===== config.mk =====
export PLATFORM = sky130hd
export DESIGN_NAME = tft_spi_writer
export DESIGN_NICKNAME = d
export VERILOG_FILES = /design/src/hdl/mmio_pkg.sv /design/src/hdl/tft_spi_writer.sv
export SDC_FILE = /design/constraint.sdc
export NUM_CORES = 1
export LEC_CHECK = 0
export ABC_AREA = 1
export BUFFER_PORTS_ARGS = -buffer_cell sky130_fd_sc_hd__buf_2
export CORE_MARGIN = 2
export CORE_UTILIZATION = 58
export DETAILED_ROUTE_END_ITERATION = 10
export GPL_ROUTABILITY_DRIVEN = 0
export PLACE_DENSITY = 0.95
export SLEW_MARGIN = 20
export SYNTH_ARGS = -nofsm -noshare
export SYNTH_HDL_FRONTEND = slang
export SYNTH_SLANG_ARGS = --single-unit

===== constraint.sdc =====
create_clock -name clk -period 3.8 [get_ports clk]
set_input_delay 0.19 -clock clk [delete_from_list [all_inputs] [get_ports clk]]
set_output_delay 0.19 -clock clk [all_outputs]
set_load 0.05 [all_outputs]

===== src/hdl/mmio_pkg.sv =====
package mmio_pkg;

    // basic widths
    typedef logic [31:0] word_t;     // cpu data or address word
    typedef logic [4:0]  reg_addr_t; // index into the external register bank
    typedef logic [1:0]  rwi_t;      // cpu request code

    // request codes as driven by the cpu
    localparam rwi_t RWI_IDLE  = 2'b00;
    localparam rwi_t RWI_WRITE = 2'b01;
    localparam rwi_t RWI_READ  = 2'b10;
    localparam rwi_t RWI_FETCH = 2'b11;

    // inclusive upper bound of each region, regions follow each other from 0
    localparam word_t FETCH_TOP = 32'd1024; // instruction fetches
    localparam word_t REG_TOP   = 32'd1056; // external register reads
    localparam word_t DMEM_TOP  = 32'd1792; // data reads and writes
    localparam word_t TFT_TOP   = 32'd2047; // posted display writes

    // page prefix sitting above addr[23:0] on the memory bus
    localparam logic [7:0] BUS_PAGE = 8'h33;

    // Initial memory content. Word i holds i * 0x01010101, kept to 32 bits,
    // so every word of a fresh memory has a known and distinct value.
    function automatic word_t init_word(input int unsigned idx);
        word_t w;
        w = word_t'(idx * 32'h0101_0101); // upper bits of the product drop
        return w;
    endfunction

endpackage


===== src/hdl/tft_spi_writer.sv =====
`timescale 1ns/1ps

module tft_spi_writer #(
    parameter int SPI_DIV = 4 // clocks per half sclk period
) (
    input  logic            clk,
    input  logic            arst_n,
    input  logic            tft_write,
    input  logic [7:0]      tft_addr,
    input  mmio_pkg::word_t tft_data,
    output logic            tft_busy,
    output logic            spi_sclk,
    output logic            spi_mosi,
    output logic            spi_cs_n
);
    import mmio_pkg::*;

    localparam int FRAME_W = 8 + $bits(word_t);               // addr byte + data
    localparam int DIV_W   = (SPI_DIV > 1) ? $clog2(SPI_DIV) : 1;
    localparam int BIT_W   = $clog2(FRAME_W);

    typedef enum logic {
        ST_IDLE,
        ST_SHIFT
    } state_t;

    state_t             state;
    logic [DIV_W-1:0]   div_cnt;
    logic [BIT_W-1:0]   bit_cnt; // bits already shifted out
    logic [FRAME_W-1:0] frame;   // msb is on the wire
    logic               sclk_q;
    logic               tick;    // half period elapsed
    logic               accept;
    logic               fall;    // sclk about to go low

    assign tick   = (div_cnt == DIV_W'(SPI_DIV - 1));
    assign accept = (state == ST_IDLE) && tft_write;
    assign fall   = (state == ST_SHIFT) && tick && sclk_q;

    always_ff @(posedge clk or negedge arst_n) begin
        if (!arst_n) begin
            state   <= ST_IDLE;
            div_cnt <= '0;
            bit_cnt <= '0;
            sclk_q  <= 1'b0;
        end else if (accept) begin
            state   <= ST_SHIFT; // cs_n drops, first bit already on mosi
            div_cnt <= '0;
            bit_cnt <= '0;
            sclk_q  <= 1'b0;
        end else if (state == ST_SHIFT) begin
            div_cnt <= tick ? '0 : div_cnt + 1'b1;
            if (tick) sclk_q <= !sclk_q;
            if (fall) begin
                if (bit_cnt == BIT_W'(FRAME_W - 1)) state <= ST_IDLE; // last bit done
                else                                bit_cnt <= bit_cnt + 1'b1;
            end
        end
    end

    // mode 0: next bit moves out on the falling edge
    always_ff @(posedge clk) begin
        if (accept)    frame <= {tft_addr, tft_data};
        else if (fall) frame <= {frame[FRAME_W-2:0], 1'b0};
    end

    assign tft_busy = (state == ST_SHIFT);
    assign spi_cs_n = (state == ST_IDLE);
    assign spi_sclk = sclk_q;
    assign spi_mosi = frame[FRAME_W-1];

endmodule


# == Word level (Yosys, flattened, before mapping) ==
# Cells that the tools add are included.
# word_totals
input_bits,43
elab_cells,36
output_inout_bits,4
register_bits,50
# classes
eq_ne,3
mux,16
bitwise_logic,1
n_reduce_logical,9
addsub,2
# ops
cell,n
$mux W40,2
$mux W6,4
$mux W1,7
$add A6 B1 Y6 const B,1
$eq A6 B6 Y1 const B,1
$mux W2,3
$reduce_bool A2 Y1,3
$logic_and A1 B1 Y1,3
$reduce_and A3 Y1,1
$add A2 B1 Y2 const B,1
$eq A2 B2 Y1 const B,1
$ne A2 B2 Y1 const B,1
$reduce_and A2 Y1,1
$logic_not A1 Y1,1
$not A1 Y1,1

# == Longest topological paths before layout ==
# depth
ltp_word,6
ltp_mapped,7

# == Worst setup path after synthesis ==
# Ideal clock, no wire load.
# synth_timing
path_kind,flip-flop to flip-flop
start,"register state, in the netlist tft_busy"
end,"register frame[0], enable pin"
path_stages_with_launch,5
arrival_ns,1.959
setup_time_ns,0.536
n_path_buf,1
setup_slack_ns,1.305
t_required_ns,3.264
synth_period_minus_slack_ns,2.495
path_cell_list,dfrtp_1 inv_2 nand2_2 buf_4 nand2_1
# synth_between
elab_chain_len,3
elab_cells_between_ends,5
cone_classes,bitwise (1); reduce/logical (4)
# synth_lines
item,line_no,text
from (decl),tft_spi_writer.sv:27,state_t state;
from (signal assigned),tft_spi_writer.sv:42,state <= ST_IDLE;
from (signal assigned),tft_spi_writer.sv:47,state <= ST_SHIFT;
from (signal assigned),tft_spi_writer.sv:55,if (bit_cnt == BIT_W'(FRAME_W - 1)) state <= ST_IDLE;
$not A1 Y1,--,
via spi_cs_n,tft_spi_writer.sv:14,output logic spi_cs_n
$logic_and A1 B1 Y1,tft_spi_writer.sv:37,assign accept = (state == ST_IDLE) && tft_write;
$reduce_bool A2 Y1 (no line),--,
to (signal assigned),tft_spi_writer.sv:63,"if (accept) frame <= {tft_addr, tft_data};"
to (signal assigned),tft_spi_writer.sv:64,"else if (fall) frame <= {frame[FRAME_W-2:0], 1'b0};"
to (decl),tft_spi_writer.sv:30,logic [FRAME_W-1:0] frame;
# The timed path passes the listed nets, and every way through them passes these cells.
# A chain may end at the register's enable or synchronous reset.

# == Final worst setup path ==
# layout_timing
start,"register state, in the netlist tft_busy"
end,"register frame[29], enable pin"
# layout_between
elab_chain_len,3
elab_cells_between_ends,5
cone_classes,bitwise (1); reduce/logical (4)
# layout_lines
item,line_no
$logic_and A1 B1 Y1 / $not A1 Y1 (equally long branches),"tft_spi_writer.sv:38, tft_spi_writer.sv:37"
$logic_and A1 B1 Y1 (on tied branches),"tft_spi_writer.sv:38, tft_spi_writer.sv:37"
$reduce_bool A2 Y1 (no line) *,--
# Mark *: on every way between the ends. The rest lies on a longest branch, timed or not.

==> metrics.csv <==
stage,metric,value,unit
timing,Worst-Margin Slew,913,ps
finish,"Area growth, synth to finish",14.3,%
place,dpl hpwl,2.62,mm
clock_network,H-Tree Depth,2,
worst_hold_path,worst hold path cell count,3,
logic_synthesis,"count leader, synth",nand2_1,
drt,Avg Vias per Cell,5.02,
drt,final WL,4.12,mm
critical_path,CP Class,reg2reg,
drt,drt wl/cell,12.5,µm
clock_network,CTS Sinks,50,
flow_run,Max Cap Viol,0,
logic_synthesis,commonest cells in the netlist,"137 x nand2_1, 40 x edfxtp_1, 10 x dfrtp_1, 9 x inv_1, 6 x buf_6",
finish,# diodes,0,
status,outcome,finished clean,
timing,period utilization,0.606,
drt,Routed Antenna Nets,0,
logic_synthesis,"EDFF count, synth",40,
grt,overall routing resource usage,0.223,
logic_synthesis,sequential area share after synthesis,0.637,
timing,PnR worst setup slack,1500,ps
die,die area,4450,µm²
logic_synthesis,"Distinct cells, synth",23,
timing,"Slew Viols, Final",0,
timing,setup_tns,0,ps
die,Starting Density,0.613,
die,Die W,66.7,µm
timing,Final Hold Viols,0,
pwr,pwr dens,609,nW/µm²
worst_hold_path,worst min path class,in2reg,
die,IO Pins,47,
critical_path,worst reg-to-reg setup slack,1500,ps
critical_path,Crit path required time,3650,ps
timing,fmax,0.434,GHz
timing,RSZ-0062 raised after global routing,false,
timing,Hold Slack,137,ps
logic_synthesis,cell accounting for the most synthesized area,edfxtp_1,
logic_synthesis,Synth top area share,0.527,
grt,first-pass GRT wire length,7.09,mm
critical_path,cells on worst reg2reg path,3,
critical_path,startpoint types,register,
timing,Layout Skew,11.3,ps
pwr,Leak,1.24,nW
logic_synthesis,synthesized area per cell,9.70,µm²
logic_synthesis,"Async S/R FF share, synth",0.200,
die,core area,3720,µm²
logic_synthesis,Gate Count Post-Synth,235,
clock_network,clock latency on the worst-skew pair,310,ps
logic_synthesis,Yosys reg bits,50,
die,Core Rows,22,
place,"worst slack, placed",1430,ps
clock_network,Max Root-Sink Buffers,2,
finish,design area,2610,µm²
drt,vias after detailed routing,1653,
drt,DRT Pass-1 Iters,4,
clock_network,clock root buffer,clkbuf_8,
pwr,Total Power,0.00159,W
place,DP Area,2490,µm²
place,Port Buffer Count,46,
finish,share of cells above drive strength 1,0.224,
timing,Final setup viols,0,
grt,vias in the first global route,1577,
clock_network,"Clk pin slew, worst setup/hold paths",100,ps
timing,slew margin rel.,0.389,
logic_synthesis,Yosys Warn Count,0,
clock_network,TritonCTS buffer count,5,
drt,Detailed Route Iter0 Violations,110,
logic_synthesis,post-synth net total,280,
clock_network,post-CTS sizing,0,
clock_network,CTS tree,done,
drt,# DRC,0,
die,Die Y,66.7,µm
critical_path,crit end category,register,
pwr,VDD IR max,449,µV
critical_path,largest fanout on the critical path,47,
critical_path,CP arrival,2150,ps
logic_synthesis,mapped cell area,2280,µm²
finish,nets@finish,325,
grt,pin count of the biggest net entering global routing,48,
logic_synthesis,Synth Flop Type,edfxtp_1,
grt,initial antenna violation count,0,
grt,GRT Residual Overflow,0,
timing,min cycle time layout,2300,ps
logic_synthesis,top post-synthesis cells by area,"edfxtp_1 53%, nand2_1 23%, dfrtp_1 11%",
## final cells by class
cell class,instances,area [µm²]
Clock buffer,5,68.8
Clock inverter,3,40.0
Fill cell,285,1110
Inverter,11,41.3
Multi-Input combinational cell,165,703
Sequential cell,50,1450
Tap cell,48,60.1
Timing Repair Buffer,47,240
## cell families after synthesis
kind of cell,count (synthesis),share of synthesized area
adder cells (fa/ha/maj),2,0.0110
AND/OR/NAND/NOR,154,0.268
buffers and inverters,20,0.0555
AO/OA/AOI/OAI,8,0.0247
XOR/XNOR,1,0.00384
flip-flops,50,0.637
## state kept, by name, summed over array words and instances, names as in the netlist
name      flops
bit_cnt       6
spi_sclk      1
div_cnt       2
frame        40
tft_busy      1
## per-stage QoR
step / std cells / util
floorplan: 235 / -
global placement: 320 / 0.669
detailed placement: 320 / 0.669
CTS: 329 / 0.701
global route: 329 / 0.701
finish: 329 / 0.701
## placed cells by master (no fill, tap or decap), drive strengths merged, types with 2 or more instances in the layout
master	synthesis	routed
buf	9	46
clkinv	0	2
edfxtp	40	40
nor2	7	7
nand4	2	2
o21ai	3	3
dfrtp	10	10
nand2	138	138
a21oi	3	3
clkbuf	0	5
ha	2	2
inv	11	11
nand3	6	6
## where the power goes
group | internal (W) | leakage, nW | total (W) | switching, W
combinational | 0.000118 | 0.693 | 0.000330 | 0.000212
clock | 0.000194 | 0.0579 | 0.000373 | 0.000180
sequential | 0.000811 | 0.489 | 0.000883 | 0.0000715
total | 0.00112 | 1.24 | 0.00159 | 0.000463
## path summary, 6_finish.rpt
path,from,end
min in group asynchronous,arst_n,bit_cnt[0]
worst min-delay path,tft_addr[3],frame[35]
worst min register to register,frame[27],frame[28]
worst max-delay path,tft_busy,frame[29]
worst max register to register,tft_busy,frame[29]
max in group asynchronous,arst_n,div_cnt[0]
## metal layers
layer,routed length [µm],up-vias,GRT usage
li1,-,837,-
met1,1780,754,0.281
met2,2030,55,0.365
met3,249,7,0.0574
met4,61,0,0.0918
met5,0,-,0
## what timing repair did
item	CTS	global route
hold endpoints to repair	10	0
setup buffers	0	0
hold buffers	1	0
endpoints found under the setup margin	0	0
## worst max-delay path: stages (launching register included)
cell     delay, ps
dfrtp_1        460
inv_2           60
nand2_2        580
nand2_2        720
(Power assumes the default switching activity.)
