--- config.mk ---
export PLATFORM = sky130hd
export DESIGN_NAME = mmio_decoder
export DESIGN_NICKNAME = d
export VERILOG_FILES = /design/src/hdl/mmio_pkg.sv /design/src/hdl/mmio_decoder.sv
export SDC_FILE = /design/constraint.sdc
export NUM_CORES = 1
export LEC_CHECK = 0
export BUFFER_PORTS_ARGS = -buffer_cell sky130_fd_sc_hd__buf_2
export CORE_AREA = 2 2 120 122
export DETAILED_ROUTE_END_ITERATION = 8
export DIE_AREA = 0 0 122 124
export SLEW_MARGIN = 20
export SYNTH_ARGS = -nofsm -noshare
export SYNTH_HDL_FRONTEND = slang
export SYNTH_SLANG_ARGS = --single-unit
--- constraint.sdc ---
create_clock -name vclk -period 6.8
set_input_delay 1.36 -clock vclk [all_inputs]
set_output_delay 1.36 -clock vclk [all_outputs]
set_load 0.05 [all_outputs]
--- src/hdl/mmio_pkg.sv ---
package mmio_pkg;

    // basic widths
    typedef logic [31:0] word_t;     // cpu data or address word
    typedef logic [4:0]  reg_addr_t; // index into the external register bank
    typedef logic [1:0]  rwi_t;      // cpu request code

    // request codes as driven by the cpu
    localparam rwi_t RWI_IDLE  = 2'b00;
    localparam rwi_t RWI_WRITE = 2'b01;
    localparam rwi_t RWI_READ  = 2'b10;
    localparam rwi_t RWI_FETCH = 2'b11;

    // inclusive upper bound of each region, regions follow each other from 0
    localparam word_t FETCH_TOP = 32'd1024; // instruction fetches
    localparam word_t REG_TOP   = 32'd1056; // external register reads
    localparam word_t DMEM_TOP  = 32'd1792; // data reads and writes
    localparam word_t TFT_TOP   = 32'd2047; // posted display writes

    // page prefix sitting above addr[23:0] on the memory bus
    localparam logic [7:0] BUS_PAGE = 8'h33;

    // Initial memory content. Word i holds i * 0x01010101, kept to 32 bits,
    // so every word of a fresh memory has a known and distinct value.
    function automatic word_t init_word(input int unsigned idx);
        word_t w;
        w = word_t'(idx * 32'h0101_0101); // upper bits of the product drop
        return w;
    endfunction

endpackage

--- src/hdl/mmio_decoder.sv ---
`timescale 1ns/1ps

module mmio_decoder (
    // cpu side
    input  mmio_pkg::rwi_t      rwi,        // request code, held while busy
    input  mmio_pkg::word_t     addr,       // word address
    input  mmio_pkg::word_t     wdata,      // write data
    output logic                busy,       // hold the request
    output mmio_pkg::word_t     rdata,      // read data back to cpu
    output mmio_pkg::word_t     instr,      // fetched instruction
    // bus manager
    input  logic                bus_busy,
    input  mmio_pkg::word_t     bus_rdata,
    output logic                bus_read,
    output logic                bus_write,
    output mmio_pkg::word_t     bus_addr,
    output mmio_pkg::word_t     bus_wdata,
    // external register bank
    input  mmio_pkg::word_t     reg_data,
    input  logic                reg_ack,
    input  logic                chip_sel,   // low right after a pin update
    output logic                reg_read,
    output mmio_pkg::reg_addr_t reg_addr,
    // tft spi writer
    input  logic                tft_busy,
    output logic                tft_write,
    output logic [7:0]          tft_addr,
    output mmio_pkg::word_t     tft_data
);
    import mmio_pkg::*;

    logic in_fetch; // 0 .. FETCH_TOP
    logic in_reg;   // FETCH_TOP+1 .. REG_TOP
    logic in_dmem;  // REG_TOP+1 .. DMEM_TOP
    logic in_tft;   // DMEM_TOP+1 .. TFT_TOP

    // region compare, anything above TFT_TOP hits nothing
    assign in_fetch = (addr <= FETCH_TOP);
    assign in_reg   = (addr > FETCH_TOP) && (addr <= REG_TOP);
    assign in_dmem  = (addr > REG_TOP)   && (addr <= DMEM_TOP);
    assign in_tft   = (addr > DMEM_TOP)  && (addr <= TFT_TOP);

    always_comb begin
        // all idle unless a region claims the request
        busy      = 1'b0;
        rdata     = '0;
        instr     = '0;
        bus_read  = 1'b0;
        bus_write = 1'b0;
        bus_addr  = '0;
        bus_wdata = '0;
        reg_read  = 1'b0;
        reg_addr  = '0;
        tft_write = 1'b0;
        tft_addr  = '0;
        tft_data  = '0;

        if (in_fetch && rwi == RWI_FETCH) begin
            bus_read = 1'b1;                         // fetch is a plain bus read
            bus_addr = {BUS_PAGE, addr[23:0]};
            instr    = bus_rdata;                    // valid in manager done cycle
            busy     = bus_busy;
        end else if (in_dmem && rwi == RWI_READ) begin
            bus_read = 1'b1;
            bus_addr = {BUS_PAGE, addr[23:0]};
            rdata    = bus_rdata;
            busy     = bus_busy;
        end else if (in_dmem && rwi == RWI_WRITE) begin
            bus_write = 1'b1;
            bus_addr  = {BUS_PAGE, addr[23:0]};
            bus_wdata = wdata;
            busy      = bus_busy;
        end else if (in_reg && rwi == RWI_READ) begin
            reg_read = chip_sel;                     // no read while the bank updates
            reg_addr = addr[4:0];
            rdata    = reg_data;
            // done only on an ack that lands while chip select is back up
            busy     = !(reg_ack && chip_sel);
        end else if (in_tft && rwi == RWI_WRITE) begin
            tft_write = 1'b1;                        // posted, taken when writer is free
            tft_addr  = addr[7:0];
            tft_data  = wdata;
            busy      = tft_busy;
        end
        // other combinations are dropped, they finish at once with rdata zero
    end

endmodule

Word-level counts from Yosys, hierarchy flattened
Index checks and enable logic that the tools add are counted.
- register bits after elaboration: 0
- input bits: 134
- $lt $le $gt $ge: 7
- equality and inequality tests: 3
- muxes and demuxes: 44
- reductions and logical operators: 10
- operators with widths (kind ; number):
    32-bit 2-to-1 mux ; 13
    32-bit by 11-bit <= comparator with 1-bit output, second input constant ; 4
    32-bit by 11-bit > comparator with 1-bit output, second input constant ; 3
    30-bit 2-to-1 mux ; 3
    8-bit 2-to-1 mux ; 5
    5-bit 2-to-1 mux ; 4
    1-bit 2-to-1 mux ; 19
    1-bit logical AND ; 9
    2-bit equality test, second input constant ; 2
    2-bit by 1-bit equality test with 1-bit output, second input constant ; 1
    1-bit logical NOT ; 1

Logic depth before layout (Yosys ltp)
Gate-level depths: netlist (run 1).
- depth in word-level cells: 8
- mapped depth: 7
- depth with buffers taken out: 5

Least setup slack after synthesis (run 1)
OpenSTA, ideal clock, no wires.
- path type: in2out
- start point: in addr[1]
- end point: out bus_addr[25]
- data arrival time: 3.288 ns
- slack: 2.152 ns
- stages on the path: 7
- path through: nor4_2 nand3_1 a32oi_1 a31o_2 clkbuf_1 and2_1 buf_4
- word-level cells in the longest chain between the ends: 6
- elaborated cells on any way between the ends: 10
- ends and longest elaborated chain (element ; RTL line ; text):
    start: declaration ; mmio_decoder.sv:6 ; input mmio_pkg::word_t addr,
    32-bit by 11-bit > comparator with 1-bit output / 32-bit by 11-bit <= comparator with 1-bit output (equally long branches) ; mmio_decoder.sv:40 ; assign in_dmem = (addr > REG_TOP) && (addr <= DMEM_TOP);
    1-bit logical AND ; mmio_decoder.sv:40 ;
    1-bit logical AND ; mmio_decoder.sv:68 ; end else if (in_dmem && rwi == RWI_WRITE) begin
    30-bit 2-to-1 mux ; mmio_decoder.sv:68 ;
    30-bit 2-to-1 mux ; mmio_decoder.sv:63 ; end else if (in_dmem && rwi == RWI_READ) begin
    30-bit 2-to-1 mux (*) ; mmio_decoder.sv:58 ; if (in_fetch && rwi == RWI_FETCH) begin
    end: declaration ; mmio_decoder.sv:16 ; output mmio_pkg::word_t bus_addr,
Every way passes the cells marked *; elsewhere a longest branch is shown, timed or not.

Worst setup path in the final report (run 1)
- start point: in addr[1]
- end point: out bus_wdata[21]
- word-level cells in the longest chain between the ends: 6
- elaborated cells on any way between the ends: 10
- ends and longest elaborated chain (element ; RTL line ; text):
    32-bit by 11-bit > comparator with 1-bit output / 32-bit by 11-bit <= comparator with 1-bit output (equally long branches) ; mmio_decoder.sv:40 ;
    1-bit logical AND ; mmio_decoder.sv:40 ;
    1-bit logical AND ; mmio_decoder.sv:68 ;
    32-bit 2-to-1 mux ; mmio_decoder.sv:68 ;
    32-bit 2-to-1 mux ; mmio_decoder.sv:63 ;
    32-bit 2-to-1 mux (*) ; mmio_decoder.sv:58 ;
    end: declaration ; mmio_decoder.sv:17 ; output mmio_pkg::word_t bus_wdata,
Marks and branches as above.

==> impl_metrics.tcl, run 1 <==
set metrics [dict create \
    io_pins 312 \
    met2_length_um 4453 \
    synth_compound_area_frac 0.2273 \
    clockBufferCount 0 \
    layout_common_cells "295 x buf_2, 111 x and2_1, 32 x a22o_1" \
    antenna_found_initial 3 \
    dr.max_layer_used "met5" \
    cpPeakStageDelay_ns 0.88 \
    cp_top_family "simple AND/OR/NAND/NOR gates" \
    synth_xor_area_frac 0.005216 \
    final_common_cell "buf_2" \
    met3WireLength_um 1108 \
    worst-endpoint-arrival_ns 3.86 \
    fp.dieW_um 122 \
    ys_types 32 \
    end_kind "primary output" \
    initial_core_util 0.1224 \
    max_cap_violations 0 \
    setup_viol 0 \
    layoutNonFillerInstCount 692 \
    crit_fanout 33 \
    synth_top_family_by_area "simple AND/OR/NAND/NOR gates" \
    drt_pass1_iterations 4 \
    cp_slowest_cell "and4b_1" \
    drt_iter0_drc 51 \
    io_buffers 295 \
    seqCellArea_sq_um 0 \
    ys_seq_area_frac 0 \
    netlist_instances 236 \
    post-place-cells 691 \
    first_global_vias 2294 \
    rsz0062_at_grt "false" \
    die-area_sq_um 15130 \
    overflow 0 \
    drt_wl_total_um 9389 \
    grt_pass1_wl_um 12540 \
    postRouteAntennaNets 0 \
    hold_class "input port to primary output" \
    gp_congestion 0.7211 \
    rows 43 \
    p_leak_nw 2.095 \
    maxSlewHeadroom 0.3668 \
    post_cts_resized 0 \
    synth-adder-area-share 0 \
    critPathBufInv 2 \
    num-nets-final 647 \
    syn-cell-area_sq_um 1679 \
    drc 0 \
    hold_viol 0 \
    dr_total_vias 2686 \
    slew_violations 0 \
    worstSetupStartpointType "input port" \
    seq_cells 0 \
    place_hpwl_um 8366 \
    hold_path.startpoint "wdata[8]" \
    period_share 0.7675 \
    powerDensity_nw_per_um2 24.55 \
    fin_crit_ns 5.219 \
    synth.area.top_cells "and2_1 41%, a22o_1 17%, buf_4 9.4%" \
    setup_ws_ns 1.581 \
    hold_buffers 0 \
    track_usage 0.1060 \
    max_freq_mhz 191.6 \
    status "complete, no violations" \
    worst_slew_pin_slew_ns 0.9491 \
    m1WireLength_um 3798 \
    crit_chain "buf_2 > nor4_2 > nand3_1 > a32oi_1 > and4b_1 > and2_1 > buf_2" \
    die_h_um 124 \
    ir_drop_mv 0.01636 \
    drt-wirelength-per-cell_um 13.57 \
    yosysWarnings 0 \
    drive_gt1_frac 0.6047 \
    cts_setup_buffers 0 \
    area_growth_pct 88.60 \
    min_path_cells 3 \
    vias_per_cell 3.882 \
    syn_area_per_cell_sq_um 7.115 \
    grt_max_degree 39 \
    crit_top_cell "buf_2" \
    core_sq_um 13720 \
    yosys.area.top_type "and2_1" \
    synth_top_area_frac 0.4136 \
    path_class "input port to primary output" \
    hold_end "tft_data[8]" \
    cp_data_required_time_ns 5.44 \
    post-place-ws_ns 1.543 \
    synth_mux_area_frac 0 \
    timing.setup.tns_ns 0 \
    synthSimpleGateAreaFrac 0.5827 \
]
## cell usage after synthesis, drive strengths merged
cell and instances:
clkbuf 5, nor4b 1, nand4 3, nand3b 1, conb 1, a21oi 1, a22o 32, a2111oi 2
nor4 5, buf 35, and3 12, or4 1, nand2 4, xor2 1, or2 1, nor2b 1
o21bai 1, and4b 1, a31o 1, nor3 1, o21ai 1, a22oi 1, nand4b 1, and2 111
nor2 7, nand3 4, a32oi 1
## routing by layer
layer | up-vias | track usage
met5 | - | 0
met1 | 1171 | 0.1338
met4 | 4 | 0.001437
li1 | 1327 | -
met3 | 4 | 0.02701
met2 | 180 | 0.1924
## how the worst max path moves through the flow
| stage | to | start | slack, ns | depth (start not counted) |
|---|---|---|---|---|
| 6_report | bus_wdata[21] | addr[1] | 1.58 | 7 |
| 5_1_grt | bus_wdata[21] | addr[1] | 1.32 | 7 |
| 4_1_cts | bus_wdata[21] | addr[1] | 1.54 | 7 |
| 3_5_place_dp | bus_wdata[21] | addr[1] | 1.54 | 7 |
| 3_3_place_gp | bus_wdata[21] | addr[1] | 1.53 | 7 |
| 2_1_floorplan | bus_addr[25] | addr[1] | 2.15 | 7 |
## final cells by class
cell class | instances | area [sq um]
fillers | 1583 | 10550
repair buffers | 299 | 1506
multi-input cells | 212 | 1433
well taps | 180 | 225.2
diodes | 1 | 2.502
## through the flow
stage	instance area [sq um]	total power, mW	hold slack, ns	util
floorplan	1739	0.03597	3.005	-
global placement	3164	0.07707	3.140	0.2306
detailed placement	3164	0.07781	3.141	0.2306
CTS	3164	0.07795	3.142	0.2306
global route	3164	0.08418	3.151	0.2306
finish	3167	0.07775	3.139	0.2308
## kinds of logic (layout without fill, tap and decap cells)
group	count (synthesis)	count (layout)
AO/OA/AOI/OAI	40	40
AND/OR/NAND/NOR	154	154
other	1	18
buffers and inverters	40	299
XOR/XNOR	1	1
## report_power, final
part	leakage (nW)	internal [mW]	switching, mW
combinational	2.10	0.0311	0.0467
clock	0.00000634	0.0000000197	0
sequential	0	0	0
total	2.10	0.0311	0.0467
Note: power is estimated with default switching activity, not from simulation.
==> inputs of run 2 (changes only) <==
- CORE_AREA: 2 2 120 122 -> 2 2 123 125
- DIE_AREA: 0 0 122 124 -> 0 0 125 127
- clock period: 6.8 -> 5.4 ns (I/O delays scaled with it)
==> run 2 against run 1 <==
Sequential share of layout area is the same. Final cell count grew 0.58%. Sequential cell count is the same.
==> impl_metrics.tcl, run 2 (synthesis results as in run 1) <==
set metrics [dict create \
    period_share 0.8128 \
    end_kind "primary output" \
    track_usage 0.1025 \
    post_cts_resized 0 \
    fp.dieW_um 125 \
    drt_iter0_drc 90 \
    cpPeakStageDelay_ns 0.50 \
    antenna_found_initial 0 \
    final_common_cell "buf_2" \
    drt_wl_total_um 9184 \
    worst_slew_pin_slew_ns 0.8549 \
    clockBufferCount 0 \
    worst-endpoint-arrival_ns 3.31 \
    p_leak_nw 2.104 \
    crit_fanout 33 \
    num-nets-final 648 \
    io_buffers 295 \
    drive_gt1_frac 0.6055 \
    rsz0062_at_grt "false" \
    first_global_vias 2411 \
    grt_busiest_layer "met2" \
    cp_top_family "simple AND/OR/NAND/NOR gates" \
    met1_usage 0.1146 \
    powerDensity_nw_per_um2 31.16 \
    drt_pass1_iterations 4 \
    postRouteAntennaNets 0 \
    critPathBufInv 3 \
    hold_viol 0 \
    layout_common_cells "295 x buf_2, 111 x and2_1, 32 x a22o_1" \
    io_pins 312 \
    slew_violations 0 \
    grt_pass1_wl_um 13230 \
    hold_buffers 0 \
    hold_end "bus_wdata[19]" \
    n_antenna_cell 0 \
    maxSlewHeadroom 0.4280 \
    placed_area_sq_um 3189 \
    seqCellArea_sq_um 0 \
    die-area_sq_um 15880 \
    crit_chain "buf_2 > nor4_2 > nand3_1 > a32oi_1 > and3_1 > buf_4 > a22o_1 > buf_2" \
    path_class "input port to primary output" \
    setup_ws_ns 1.011 \
    seq_cells 0 \
    drc 0 \
    min_path_cells 3 \
    fin_crit_ns 4.389 \
    post-place-ws_ns 0.9341 \
    cp_data_required_time_ns 4.32 \
    ir_drop_mv 0.01699 \
    gp_congestion 0.7408 \
    vias_per_cell 3.912 \
    grtUsageMet3 0.007956 \
    timing.setup.tns_ns 0 \
    drt-wirelength-per-cell_um 13.20 \
    max_freq_mhz 227.8 \
    crit_top_cell "buf_2" \
    use_met2 0.2203 \
    postLayoutCellArea_sq_um 3189 \
    hold_path.startpoint "wdata[19]" \
    rows 44 \
    setup_viol 0 \
    status "complete, no violations" \
    place_hpwl_um 8014 \
    worstSetupStartpointType "input port" \
    cp_slowest_cell "nor4_2" \
    die_h_um 127 \
    cts_setup_buffers 0 \
    max_cap_violations 0 \
    hold_class "input port to primary output" \
    overflow 0 \
    area_growth_pct 89.94 \
    grt_max_degree 40 \
    core_sq_um 14420 \
    dr_total_vias 2723 \
    initial_core_util 0.1164 \
]
run 2: cell types whose count changed in the layout (fill, tap and decap cells not counted):
cell,delta
buf_12,+1
diode_2,-1
run 2: worst min-delay path, stage by stage:
cell,delay (ns)
buf_2,0.10
and2_1,0.12
buf_2,0.20
run 2: worst max path at each step:
stage            start      endpoint  slack (ns)  cells after the start
5_1_grt        addr[1]      rdata[2]        0.78                      8
3_5_place_dp   addr[1]          busy        0.93                      8
4_1_cts        addr[1]          busy        0.93                      8
3_3_place_gp   addr[1]      rdata[2]        0.93                      8
2_1_floorplan  addr[1]  bus_addr[25]        1.31                      7
6_report       addr[1]      rdata[2]        1.01                      8
run 2: final cells by class:
| cell class | instances | area (sq um) |
|---|---|---|
| Tap cell | 184 | 230.2 |
| Multi-Input combinational cell | 212 | 1433 |
| Fill cell | 1608 | 11230 |
| Timing Repair Buffer | 300 | 1526 |
run 2: report_power, final:
| group | internal, mW | switching (mW) |
|---|---|---|
| Clock | 0 | 0 |
| Combinational | 0.0391 | 0.0603 |
| Sequential | 0 | 0 |
| Total | 0.0391 | 0.0603 |
run 2: stage by stage:
step | hold slack, ns | std cells | util | total power [mW]
after floorplan | 2.445 | 252 | - | 0.04530
after global placement | 2.577 | 696 | 0.2211 | 0.09902
after detailed placement | 2.579 | 696 | 0.2211 | 0.09973
after CTS | 2.579 | 696 | 0.2211 | 0.09998
after global routing | 2.586 | 696 | 0.2211 | 0.1072
final | 2.578 | 696 | 0.2211 | 0.09938
run 2: metal layers:
layer | routed length (um) | vias up
li1 | - | 1326
met1 | 3363 | 1207
met2 | 5117 | 190
met3 | 704 | 0
met4 | 0 | 0
met5 | 0 | -
