**src/hdl/mmio_pkg.sv**
```systemverilog
package mmio_pkg;

    // basic widths
    typedef logic [31:0] word_t;     // cpu data or address word
    typedef logic [4:0]  reg_addr_t; // index into the external register bank
    typedef logic [1:0]  rwi_t;      // cpu request code

    // request codes as driven by the cpu
    localparam rwi_t RWI_IDLE  = 2'b00;
    localparam rwi_t RWI_WRITE = 2'b01;
    localparam rwi_t RWI_READ  = 2'b10;
    localparam rwi_t RWI_FETCH = 2'b11;

    // inclusive upper bound of each region, regions follow each other from 0
    localparam word_t FETCH_TOP = 32'd1024; // instruction fetches
    localparam word_t REG_TOP   = 32'd1056; // external register reads
    localparam word_t DMEM_TOP  = 32'd1792; // data reads and writes
    localparam word_t TFT_TOP   = 32'd2047; // posted display writes

    // page prefix sitting above addr[23:0] on the memory bus
    localparam logic [7:0] BUS_PAGE = 8'h33;

    // Initial memory content. Word i holds i * 0x01010101, kept to 32 bits,
    // so every word of a fresh memory has a known and distinct value.
    function automatic word_t init_word(input int unsigned idx);
        word_t w;
        w = word_t'(idx * 32'h0101_0101); // upper bits of the product drop
        return w;
    endfunction

endpackage

```
**src/hdl/wb_manager.sv**
```systemverilog
`timescale 1ns/1ps

module wb_manager (
    input  logic            clk,
    input  logic            arst_n,
    // decoder side
    input  logic            bus_read,
    input  logic            bus_write,
    input  mmio_pkg::word_t bus_addr,
    input  mmio_pkg::word_t bus_wdata,
    output logic            bus_busy,
    output mmio_pkg::word_t bus_rdata,  // held word from the last read
    // bus side
    output logic            cyc,
    output logic            stb,
    output logic            we,
    output mmio_pkg::word_t adr,
    output mmio_pkg::word_t dat_w,
    input  logic            ack,
    input  mmio_pkg::word_t dat_r
);
    import mmio_pkg::*;

    typedef enum logic [1:0] {
        ST_IDLE,  // waiting for a strobe from the decoder
        ST_CYCLE, // bus cycle open, waiting on ack
        ST_DONE   // result ready, cpu completes here
    } state_t;

    state_t state;
    state_t state_nxt;
    logic   req;   // decoder wants a bus access
    logic   start; // request taken in idle

    assign req   = bus_read || bus_write;
    assign start = (state == ST_IDLE) && req;

    always_comb begin
        state_nxt = state;
        case (state)
            ST_IDLE:  if (req) state_nxt = ST_CYCLE;
            ST_CYCLE: if (ack) state_nxt = ST_DONE;   // stb drops with ack
            ST_DONE:  state_nxt = ST_IDLE;
            default:  state_nxt = ST_IDLE;
        endcase
    end

    always_ff @(posedge clk or negedge arst_n) begin
        if (!arst_n) begin
            state <= ST_IDLE;
            we    <= 1'b0;
        end else begin
            state <= state_nxt;
            if (start) we <= bus_write; // direction fixed for the whole cycle
        end
    end

    // address and data captured once per access
    always_ff @(posedge clk) begin
        if (start) begin
            adr   <= bus_addr;
            dat_w <= bus_wdata;
        end
        if (state == ST_CYCLE && ack) bus_rdata <= dat_r; // keep for done cycle
    end

    assign cyc      = (state == ST_CYCLE);
    assign stb      = (state == ST_CYCLE);
    assign bus_busy = start || (state == ST_CYCLE); // low only in done or idle

endmodule

```
**config.mk**
```make
export PLATFORM = sky130hd
export DESIGN_NAME = wb_manager
export DESIGN_NICKNAME = d
export VERILOG_FILES = /design/src/hdl/mmio_pkg.sv /design/src/hdl/wb_manager.sv
export SDC_FILE = /design/constraint.sdc
export NUM_CORES = 1
export LEC_CHECK = 0
export ABC_AREA = 0
export ABC_CLOCK_PERIOD_IN_PS = 5300
export CORE_MARGIN = 2
export CORE_UTILIZATION = 28
export DETAILED_ROUTE_END_ITERATION = 16
export DONT_BUFFER_PORTS = 1
export GPL_TIMING_DRIVEN = 0
export PLACE_DENSITY = 0.4
export SETUP_SLACK_MARGIN = 0.02
export SLEW_MARGIN = 40
export SYNTH_ARGS = -nofsm -noshare
export SYNTH_HDL_FRONTEND = slang
export SYNTH_SLANG_ARGS = --single-unit
```
**constraint.sdc**
```tcl
create_clock -name clk -period 5.3 [get_ports clk]
set_clock_uncertainty 0.1 [all_clocks]
set_input_delay 0.265 -clock clk [delete_from_list [all_inputs] [get_ports clk]]
set_output_delay 0.265 -clock clk [all_outputs]
set_load 0.05 [all_outputs]
```
Yosys cells after proc, flatten, opt, wreduce, memory -nomap -nowiden
Cells that the tools add are included.

operators by class
  equal/unequal tests = 3
  muxes and demuxes = 3
  reductions and logical operators = 6

operator list
  cell                                           number
  2-to-1 mux 2 bit                               2
  one-hot mux 2 bit (2 select lines)             1
  == test 2 x 1 -> 1 bit, second input constant  1
  logical AND 1 bit                              2
  zero test 2 bit                                1
  logical OR 1 bit                               2
  != test 2 x 1 -> 1 bit, second input constant  1
  != test 2 bit, second input constant           1
  AND reduction 2 bit                            1

storage, ports and cells
  bits in registers = 99
  input port bits = 101

Logic depth before layout (Yosys ltp)
Gate-level depths: netlist (run 1).

  depth after elaboration = 3
  depth in mapped cells = 2
  depth with buffers taken out = 2

Worst setup path before layout (run 1)
No wires, ideal clock.

  path type = flip-flop to flip-flop
  start point = reg state[1]
  end point = reg adr[0], enable pin
  library setup time = 0.427 ns
  data arrival time = 2.026 ns
  data required time = 4.773 ns
  path slack = 2.748 ns
  stages on the path, launching flop included = 3
  path buffers = 0
  clock period less this slack = 2.552 ns
  cells stage by stage = dfrtp_1 nor2_1 o21a_1

on the way
  longest elaborated chain between the ends = 2

ends and longest elaborated chain
  what                    RTL line          RTL
  start, declared         wb_manager.sv:30  state_t state;
  start signal, assigned  wb_manager.sv:53  state <= state_nxt;
  zero test 2 bit         wb_manager.sv:36  assign start = (state == ST_IDLE) && req;
  logical AND 1 bit       wb_manager.sv:36
  net start               wb_manager.sv:33  logic start;
  end signal, assigned    wb_manager.sv:61  adr <= bus_addr;
  end, declared           wb_manager.sv:17  output mmio_pkg::word_t adr,

The timed path passes the listed nets, and every way through them passes these cells.
A chain may end at the register's enable or synchronous reset.

Worst setup path in the final report (run 1)
  start point = reg state[1]
  end point = reg bus_rdata[12], enable pin

on the way
  longest elaborated chain between the ends = 2

ends and longest elaborated chain
  what                    RTL line          RTL
  == test 2 x 1 -> 1 bit  --
  net cyc                 wb_manager.sv:14  output logic cyc,
  logical AND 1 bit       wb_manager.sv:64  if (state == ST_CYCLE && ack) bus_rdata <= dat_r;
  end signal, assigned    wb_manager.sv:64
  end, declared           wb_manager.sv:12  output mmio_pkg::word_t bus_rdata,

The timed path passes the listed nets, and every way through them passes these cells.

==> results of run 1 <==
-- power by group --
group	internal [W]	leakage, nW	switching (W)
clock	0.000225	0.0973	0.000267
sequential	0.00102	0.939	0.000425
combinational	0.0000726	0.456	0.000111
total	0.00132	1.49	0.000803
-- worst reg2reg max path, cell delays in order, from the launching register on --
cell and delay (ns):
sky130_fd_sc_hd__dfrtp_1 0.44, sky130_fd_sc_hd__and2b_2 0.43, sky130_fd_sc_hd__and2_2 0.65
-- synth_stat cells --
library cell,number,share of area
sky130_fd_sc_hd__or3b_1,1,0.0029
sky130_fd_sc_hd__edfxtp_1,96,0.95
sky130_fd_sc_hd__a22o_1,1,0.0029
sky130_fd_sc_hd__nor2_1,2,0.0025
sky130_fd_sc_hd__buf_4,1,0.0025
sky130_fd_sc_hd__and2b_2,1,0.0029
sky130_fd_sc_hd__dfrtp_1,3,0.025
sky130_fd_sc_hd__nor3_1,1,0.0016
sky130_fd_sc_hd__a211oi_1,1,0.0025
sky130_fd_sc_hd__o21a_1,1,0.0025
sky130_fd_sc_hd__and2_1,2,0.0041
-- flip-flops by register name (all words and copies together), names as in the netlist --
register,flops
adr,32
bus_rdata,32
dat_w,32
state,2
we,1
-- layer usage --
metal | track usage | routed length [um]
met1 | 0.1042 | 2247
met2 | 0.1900 | 3233
met3 | 0.07233 | 1009
met4 | 0.04212 | 101
met5 | 0 | 0
-- stage by stage --
step           power [W]  instances  setup slack, ns
6_report        0.002121        362            3.297
5_1_grt         0.002202        362            3.215
4_1_cts         0.002142        362            3.318
3_5_place_dp    0.001587        247            3.348
3_3_place_gp    0.001577        246            2.342
2_1_floorplan   0.001537        110            2.748
-- cells by family (layout without fill, tap and decap cells) --
kind of cell | after synthesis | in the layout | share of synthesized area
flip-flops | 99 | 99 | 0.9756
AND/OR/NAND/NOR | 7 | 7 | 0.01403
AO/OA/AOI/OAI | 3 | 3 | 0.007844
buffers and inverters | 1 | 117 | 0.002477
-- final cells by class --
cell class                      instances  area [um^2]
Buffer                                  1        7.507
Clock buffer                            9        123.9
Clock inverter                          7        80.08
Fill cell                             911         5988
Multi-Input combinational cell         10        77.57
Sequential cell                        99         2958
Tap cell                              136        170.2
Timing Repair Buffer                  100         1011
-- worst min-delay path by stage --
stage / startpoint / endpoint / slack (ns) / cells past startpoint
after global routing: arst_n / state[1]$_DFFE_PN0P_ / 0.03 / 1
final: arst_n / state[1]$_DFFE_PN0P_ / 0.05 / 1
after detailed placement: arst_n / we$_DFFE_PN0P_ / -0.13 / 0
after global placement: arst_n / we$_DFFE_PN0P_ / -0.13 / 0
after CTS: arst_n / we$_DFFE_PN0P_ / 0.04 / 1
after floorplan: arst_n / state[0]$_DFFE_PN0P_ / -0.13 / 0
==> flow_summary.rst, run 1 <==
.. list-table::
   :header-rows: 1

   * - Metric
     - Value
   * - Longest Clk Path Bufs
     - 2
   * - CTS Buf Count
     - 9
   * - Final setup violation count
     - 0
   * - Total overflow reported by the global router
     - 0
   * - Hold-fix buffers, CTS
     - 99
   * - Buffer type at the clock tree root
     - sky130_fd_sc_hd__clkbuf_8
   * - Via-to-Cell Ratio
     - 4.210
   * - Required time reported for the critical path endpoint
     - 5.18 ns
   * - Most frequent cells in the layout
     - sky130_fd_sc_hd__dlygate4sd3_1, sky130_fd_sc_hd__edfxtp_1, sky130_fd_sc_hd__clkbuf_8
   * - Register clock-pin slew on the reported worst setup and hold paths
     - 0.10 ns
   * - Drt initial violations
     - 82
   * - Placed instance area
     - 3233 um^2
   * - Synth-to-Final Area Change
     - 46.06%
   * - Maximum fanout encountered on the critical timing path
     - 32
   * - P per Cell Area
     - 478.9 nW/um^2
   * - Path type of the worst min-delay path
     - in2async
   * - Number of cells on the critical path
     - 2
   * - Final Instance Area
     - 4428 um^2
   * - Instance count of the mapped netlist
     - 110
   * - Startpoint Class
     - flop
   * - Die outline width
     - 108.1 um
   * - YS warnings
     - 0
   * - Series of cell instances along the critical path
     - and2b_2 -> and2_2
   * - Starting Density
     - 0.2911
   * - Vias
     - 1524
   * - Worst Setup SP
     - state[1]$_DFFE_PN0P_
   * - Number of routed nets with antenna violations
     - 0
   * - R2R depth
     - 2
   * - Detail-routed net length per standard cell
     - 18.21 um
   * - Cell family contributing the most delay on the critical path
     - simple AND/OR/NAND/NOR gates
   * - Sequential area share after synthesis
     - 0.9757
   * - Final count of pins violating max slew
     - 0
   * - Flip-flop and latch count after synthesis
     - 99
   * - Layout cell share with drive strength beyond 1
     - 0.09735
   * - Worst Setup EP
     - bus_rdata[12]$_DFFE_PP_
   * - Synthesized area per cell
     - 27.56 um^2
   * - Final weighted congestion in routability-driven placement
     - 0.6755
   * - Mapped Nets
     - 211
   * - Minimum period implied by the final worst setup slack
     - 2.003 ns
   * - Final antenna diode count
     - 0
   * - Number of setup buffers added after CTS
     - 0
   * - Worst path arrival time
     - 1.89 ns
   * - Full die area
     - 11680 um^2
   * - Maximum clock rate
     - 499.3 MHz
   * - Worst Max-Slew Pin Slew
     - 0.6743 ns
   * - Pin count of the biggest net entering global routing
     - 40
   * - Overall fraction of global-route tracks in use
     - 0.1103
   * - Depth of the CTS H-tree
     - 3
   * - Total of max-cap violations
     - 0
   * - CTS Sinks
     - 99
   * - Clock tree from TritonCTS
     - done
   * - Drt total wl
     - 6591 um
   * - Cell Rows
     - 37
   * - Post-cts repair resize count
     - 0
   * - Final net count
     - 322
   * - Final hold violations
     - 0
   * - Critical path class
     - reg2reg
   * - Highest-delay cell along the critical path
     - sky130_fd_sc_hd__and2_2
   * - Fin Hold WS
     - 0.04934 ns
   * - Initial antenna violation count
     - 0
   * - Worst reg-to-reg setup slack
     - 3.30 ns
   * - Most common cell after layout, fill and taps aside
     - sky130_fd_sc_hd__dlygate4sd3_1
   * - Relative max-transition margin
     - 0.5504
   * - Worst flop-to-flop path endpoint
     - bus_rdata[12]$_DFFE_PP_
   * - Final worst path period share
     - 0.3779
   * - Number of detailed-route iterations in the first pass
     - 4
   * - Worst supply voltage drop on vdd
     - 0.0001954 V
   * - Core utilization of the finished layout
     - 0.4251
   * - Vias in the first global route
     - 1728
   * - Outcome
     - finished clean
   * - Core footprint
     - 10420 um^2
   * - Final TNS setup
     - 0 ns
   * - Input/output buffers
     - 0
   * - Startpoint of the lowest-slack register-to-register path
     - state[1]$_DFFE_PN0P_
   * - Distinct cell type count of the synthesized netlist
     - 11
   * - Final routed DRC violation total
     - 0
   * - Clock Latency Late Sink
     - 0.35 ns
   * - Chip Height
     - 108.1 um
   * - Setup repair after global routing missed its margin
     - no
   * - Static leakage
     - 1.492 nW
   * - IO Pins
     - 201
   * - Worst stage delay on the critical path
     - 0.65 ns
   * - Global-route wire length before repair
     - 9287 um
   * - Endpoint kind of the worst setup timing path
     - flop
   * - Total buffers and inverters traversed by the critical path
     - 0
   * - Post-Syn Area
     - 3032 um^2
Power figures use the tool's default switching activity.
==> run 2: changes to the inputs <==
- ABC_CLOCK_PERIOD_IN_PS: 5300 -> 1800
- PLACE_DENSITY: 0.4 -> 0.42
- clock period: 5.3 -> 1.8 ns (I/O delays scaled with it)
==> run 2 against run 1 <==
The flow now stops in 4_1_cts. Synthesized area did not move. Synthesized cell count did not move.
==> flow_summary.rst, run 2 <==
.. list-table::
   :header-rows: 1

   * - Metric
     - Value
   * - Outcome
     - stopped before the end
   * - Failing step
     - 4_1_cts
   * - Error Message
     - [ERROR RSZ-0060] Max buffer count reached.
   * - Compound-cell area share of the yosys netlist
     - 0.007842 (unchanged)
   * - Cell Rows
     - 37 (unchanged)
   * - CTS Buf Count
     - 9 (unchanged)
   * - Number of enable flip-flop cells after synthesis
     - 96 (unchanged)
   * - Fraction of registers with async set/reset
     - 0.03030 (unchanged)
   * - Top area cells in the synthesized netlist
     - sky130_fd_sc_hd__edfxtp_1, sky130_fd_sc_hd__dfrtp_1, sky130_fd_sc_hd__and2_1
   * - IO Pins
     - 201 (unchanged)
   * - DPL Wire Length
     - 4667 um
   * - Most frequently used flop master after synthesis
     - sky130_fd_sc_hd__edfxtp_1
   * - Depth of the CTS H-tree
     - 3 (unchanged)
   * - Mapped Nets
     - 211 (unchanged)
   * - Share of synthesized cell area in and, or, nand and nor gates
     - 0.01403 (unchanged)
   * - Final weighted congestion in routability-driven placement
     - 0.6760 (about the same)
   * - Xor/xnor share of the synthesized area
     - 0 (unchanged)
   * - Synthesized area per cell
     - 27.56 um^2 (unchanged)
   * - Sequential area share after synthesis
     - 0.9757 (unchanged)
   * - Most common cell in the synthesized netlist
     - sky130_fd_sc_hd__edfxtp_1
   * - Die outline width
     - 108.1 um (unchanged)
   * - Distinct cell type count of the synthesized netlist
     - 11 (unchanged)
   * - Longest Clk Path Bufs
     - 2 (unchanged)
   * - Buffer type at the clock tree root
     - sky130_fd_sc_hd__clkbuf_8
   * - Hold-fix buffers, CTS
     - 102 (+3.0%)
   * - Post-Syn Area
     - 3032 um^2 (unchanged)
   * - Cell type with the highest aggregate area in the netlist
     - sky130_fd_sc_hd__edfxtp_1
   * - CTS Sinks
     - 99 (unchanged)
   * - Instance count of the mapped netlist
     - 110 (unchanged)
   * - Starting Density
     - 0.2911 (unchanged)
   * - Largest family of logic cells by synthesized area
     - simple AND/OR/NAND/NOR gates
   * - Portion of synthesized cell area occupied by the leading cell type
     - 0.9509 (unchanged)
   * - Top cells by instance count after synthesis
     - sky130_fd_sc_hd__edfxtp_1, sky130_fd_sc_hd__dfrtp_1, sky130_fd_sc_hd__and2_1, sky130_fd_sc_hd__nor2_1
   * - Synth Area in Adders
     - 0 (unchanged)
   * - Chip Height
     - 108.1 um (unchanged)
   * - YS warnings
     - 0 (unchanged)
   * - Portion of netlist area occupied by mux cells
     - 0 (unchanged)
   * - Flip-flop and latch count after synthesis
     - 99 (unchanged)
   * - Input/output buffers
     - 0 (unchanged)
   * - Number of setup buffers added after CTS
     - 0 (unchanged)
   * - Post-cts repair resize count
     - 1 (+1)
-- run 2: cell counts after synthesis --
No cell type changed its count.
-- run 2: per-stage QoR --
stage               instances  hold WS (ns)  area, um^2  setup slack, ns  setup TNS, ns
floorplan                 110       -0.3056        3042           0.1781              0
global placement          246       -0.3055        3212          0.04287              0
detailed placement        246       -0.3055        3214         -0.03694         -2.012
-- run 2: logic make-up after synthesis --
group / Yosys count
buffers and inverters: 1
DFF: 99
and+or+nand+nor: 7
AOI/OAI and AO/OA: 3
==> run 3: changes to the inputs <==
- ABC_CLOCK_PERIOD_IN_PS: 1800 -> 2300
- CORE_UTILIZATION: 28 -> 20
- PLACE_DENSITY: 0.42 -> default
- PLACE_DENSITY_LB_ADDON: default -> 0.15
- SETUP_SLACK_MARGIN: 0.02 -> default
- clock period: 1.8 -> 2.3 ns (I/O delays scaled with it)
==> run 3 against run 2 <==
The flow again stops in 4_1_cts. Synthesized cell count did not move. Synthesized area stayed put.
==> flow_summary.rst, run 3 <==
.. list-table::
   :header-rows: 1

   * - Metric
     - Value
   * - Fraction of registers with async set/reset
     - 0.03030 (unchanged)
   * - Die outline width
     - 127.1 um (+18%)
   * - Starting Density
     - 0.2017 (-0.08939)
   * - Post-Syn Area
     - 3032 um^2 (unchanged)
   * - Hold-fix buffers, CTS
     - 102 (unchanged)
   * - Number of enable flip-flop cells after synthesis
     - 96 (unchanged)
   * - Most common cell in the synthesized netlist
     - sky130_fd_sc_hd__edfxtp_1
   * - IO Pins
     - 201 (unchanged)
   * - Top area cells in the synthesized netlist
     - sky130_fd_sc_hd__edfxtp_1, sky130_fd_sc_hd__dfrtp_1, sky130_fd_sc_hd__and2_1
   * - Number of cells after detailed placement
     - 298 (+21%)
   * - Portion of synthesized cell area occupied by the leading cell type
     - 0.9509 (unchanged)
   * - Top cells by instance count after synthesis
     - sky130_fd_sc_hd__edfxtp_1, sky130_fd_sc_hd__dfrtp_1, sky130_fd_sc_hd__and2_1, sky130_fd_sc_hd__nor2_1
   * - YS warnings
     - 0 (unchanged)
   * - Error Message
     - [ERROR RSZ-0060] Max buffer count reached.
   * - Placed instance area
     - 3278 um^2 (+2.0%)
   * - Post-cts repair resize count
     - 0 (-1)
   * - Final weighted congestion in routability-driven placement
     - 0.6879 (+1.8%)
   * - Chip Height
     - 127.1 um (+18%)
   * - Buffer type at the clock tree root
     - sky130_fd_sc_hd__clkbuf_16
   * - Depth of the CTS H-tree
     - 3 (unchanged)
   * - Instance count of the mapped netlist
     - 110 (unchanged)
   * - Outcome
     - stopped before the end
   * - Input/output buffers
     - 0 (unchanged)
   * - CTS Buf Count
     - 9 (unchanged)
   * - CTS Sinks
     - 99 (unchanged)
   * - Distinct cell type count of the synthesized netlist
     - 11 (unchanged)
   * - Most frequently used flop master after synthesis
     - sky130_fd_sc_hd__edfxtp_1
   * - Cell type with the highest aggregate area in the netlist
     - sky130_fd_sc_hd__edfxtp_1
   * - Cell Rows
     - 45 (+22%)
   * - Failing step
     - 4_1_cts
   * - Sequential area share after synthesis
     - 0.9757 (unchanged)
   * - Flip-flop and latch count after synthesis
     - 99 (unchanged)
   * - Synthesized area per cell
     - 27.56 um^2 (unchanged)
   * - Mapped Nets
     - 211 (unchanged)
   * - Number of setup buffers added after CTS
     - 0 (unchanged)
   * - Longest Clk Path Bufs
     - 2 (unchanged)
run 3: cell counts after synthesis:
No cell type changed its count.
run 3: cells by family after synthesis:
| family | synth area share |
|---|---|
| compound gates | 0.007844 |
| simple gates | 0.01403 |
| buf+inv | 0.002477 |
| flops | 0.9756 |
run 3: stage by stage:
step	hold slack, ns	setup WS (ns)
2_1_floorplan	-0.2806	0.1643
3_3_place_gp	-0.2805	-0.02176
3_5_place_dp	-0.2805	0.3351
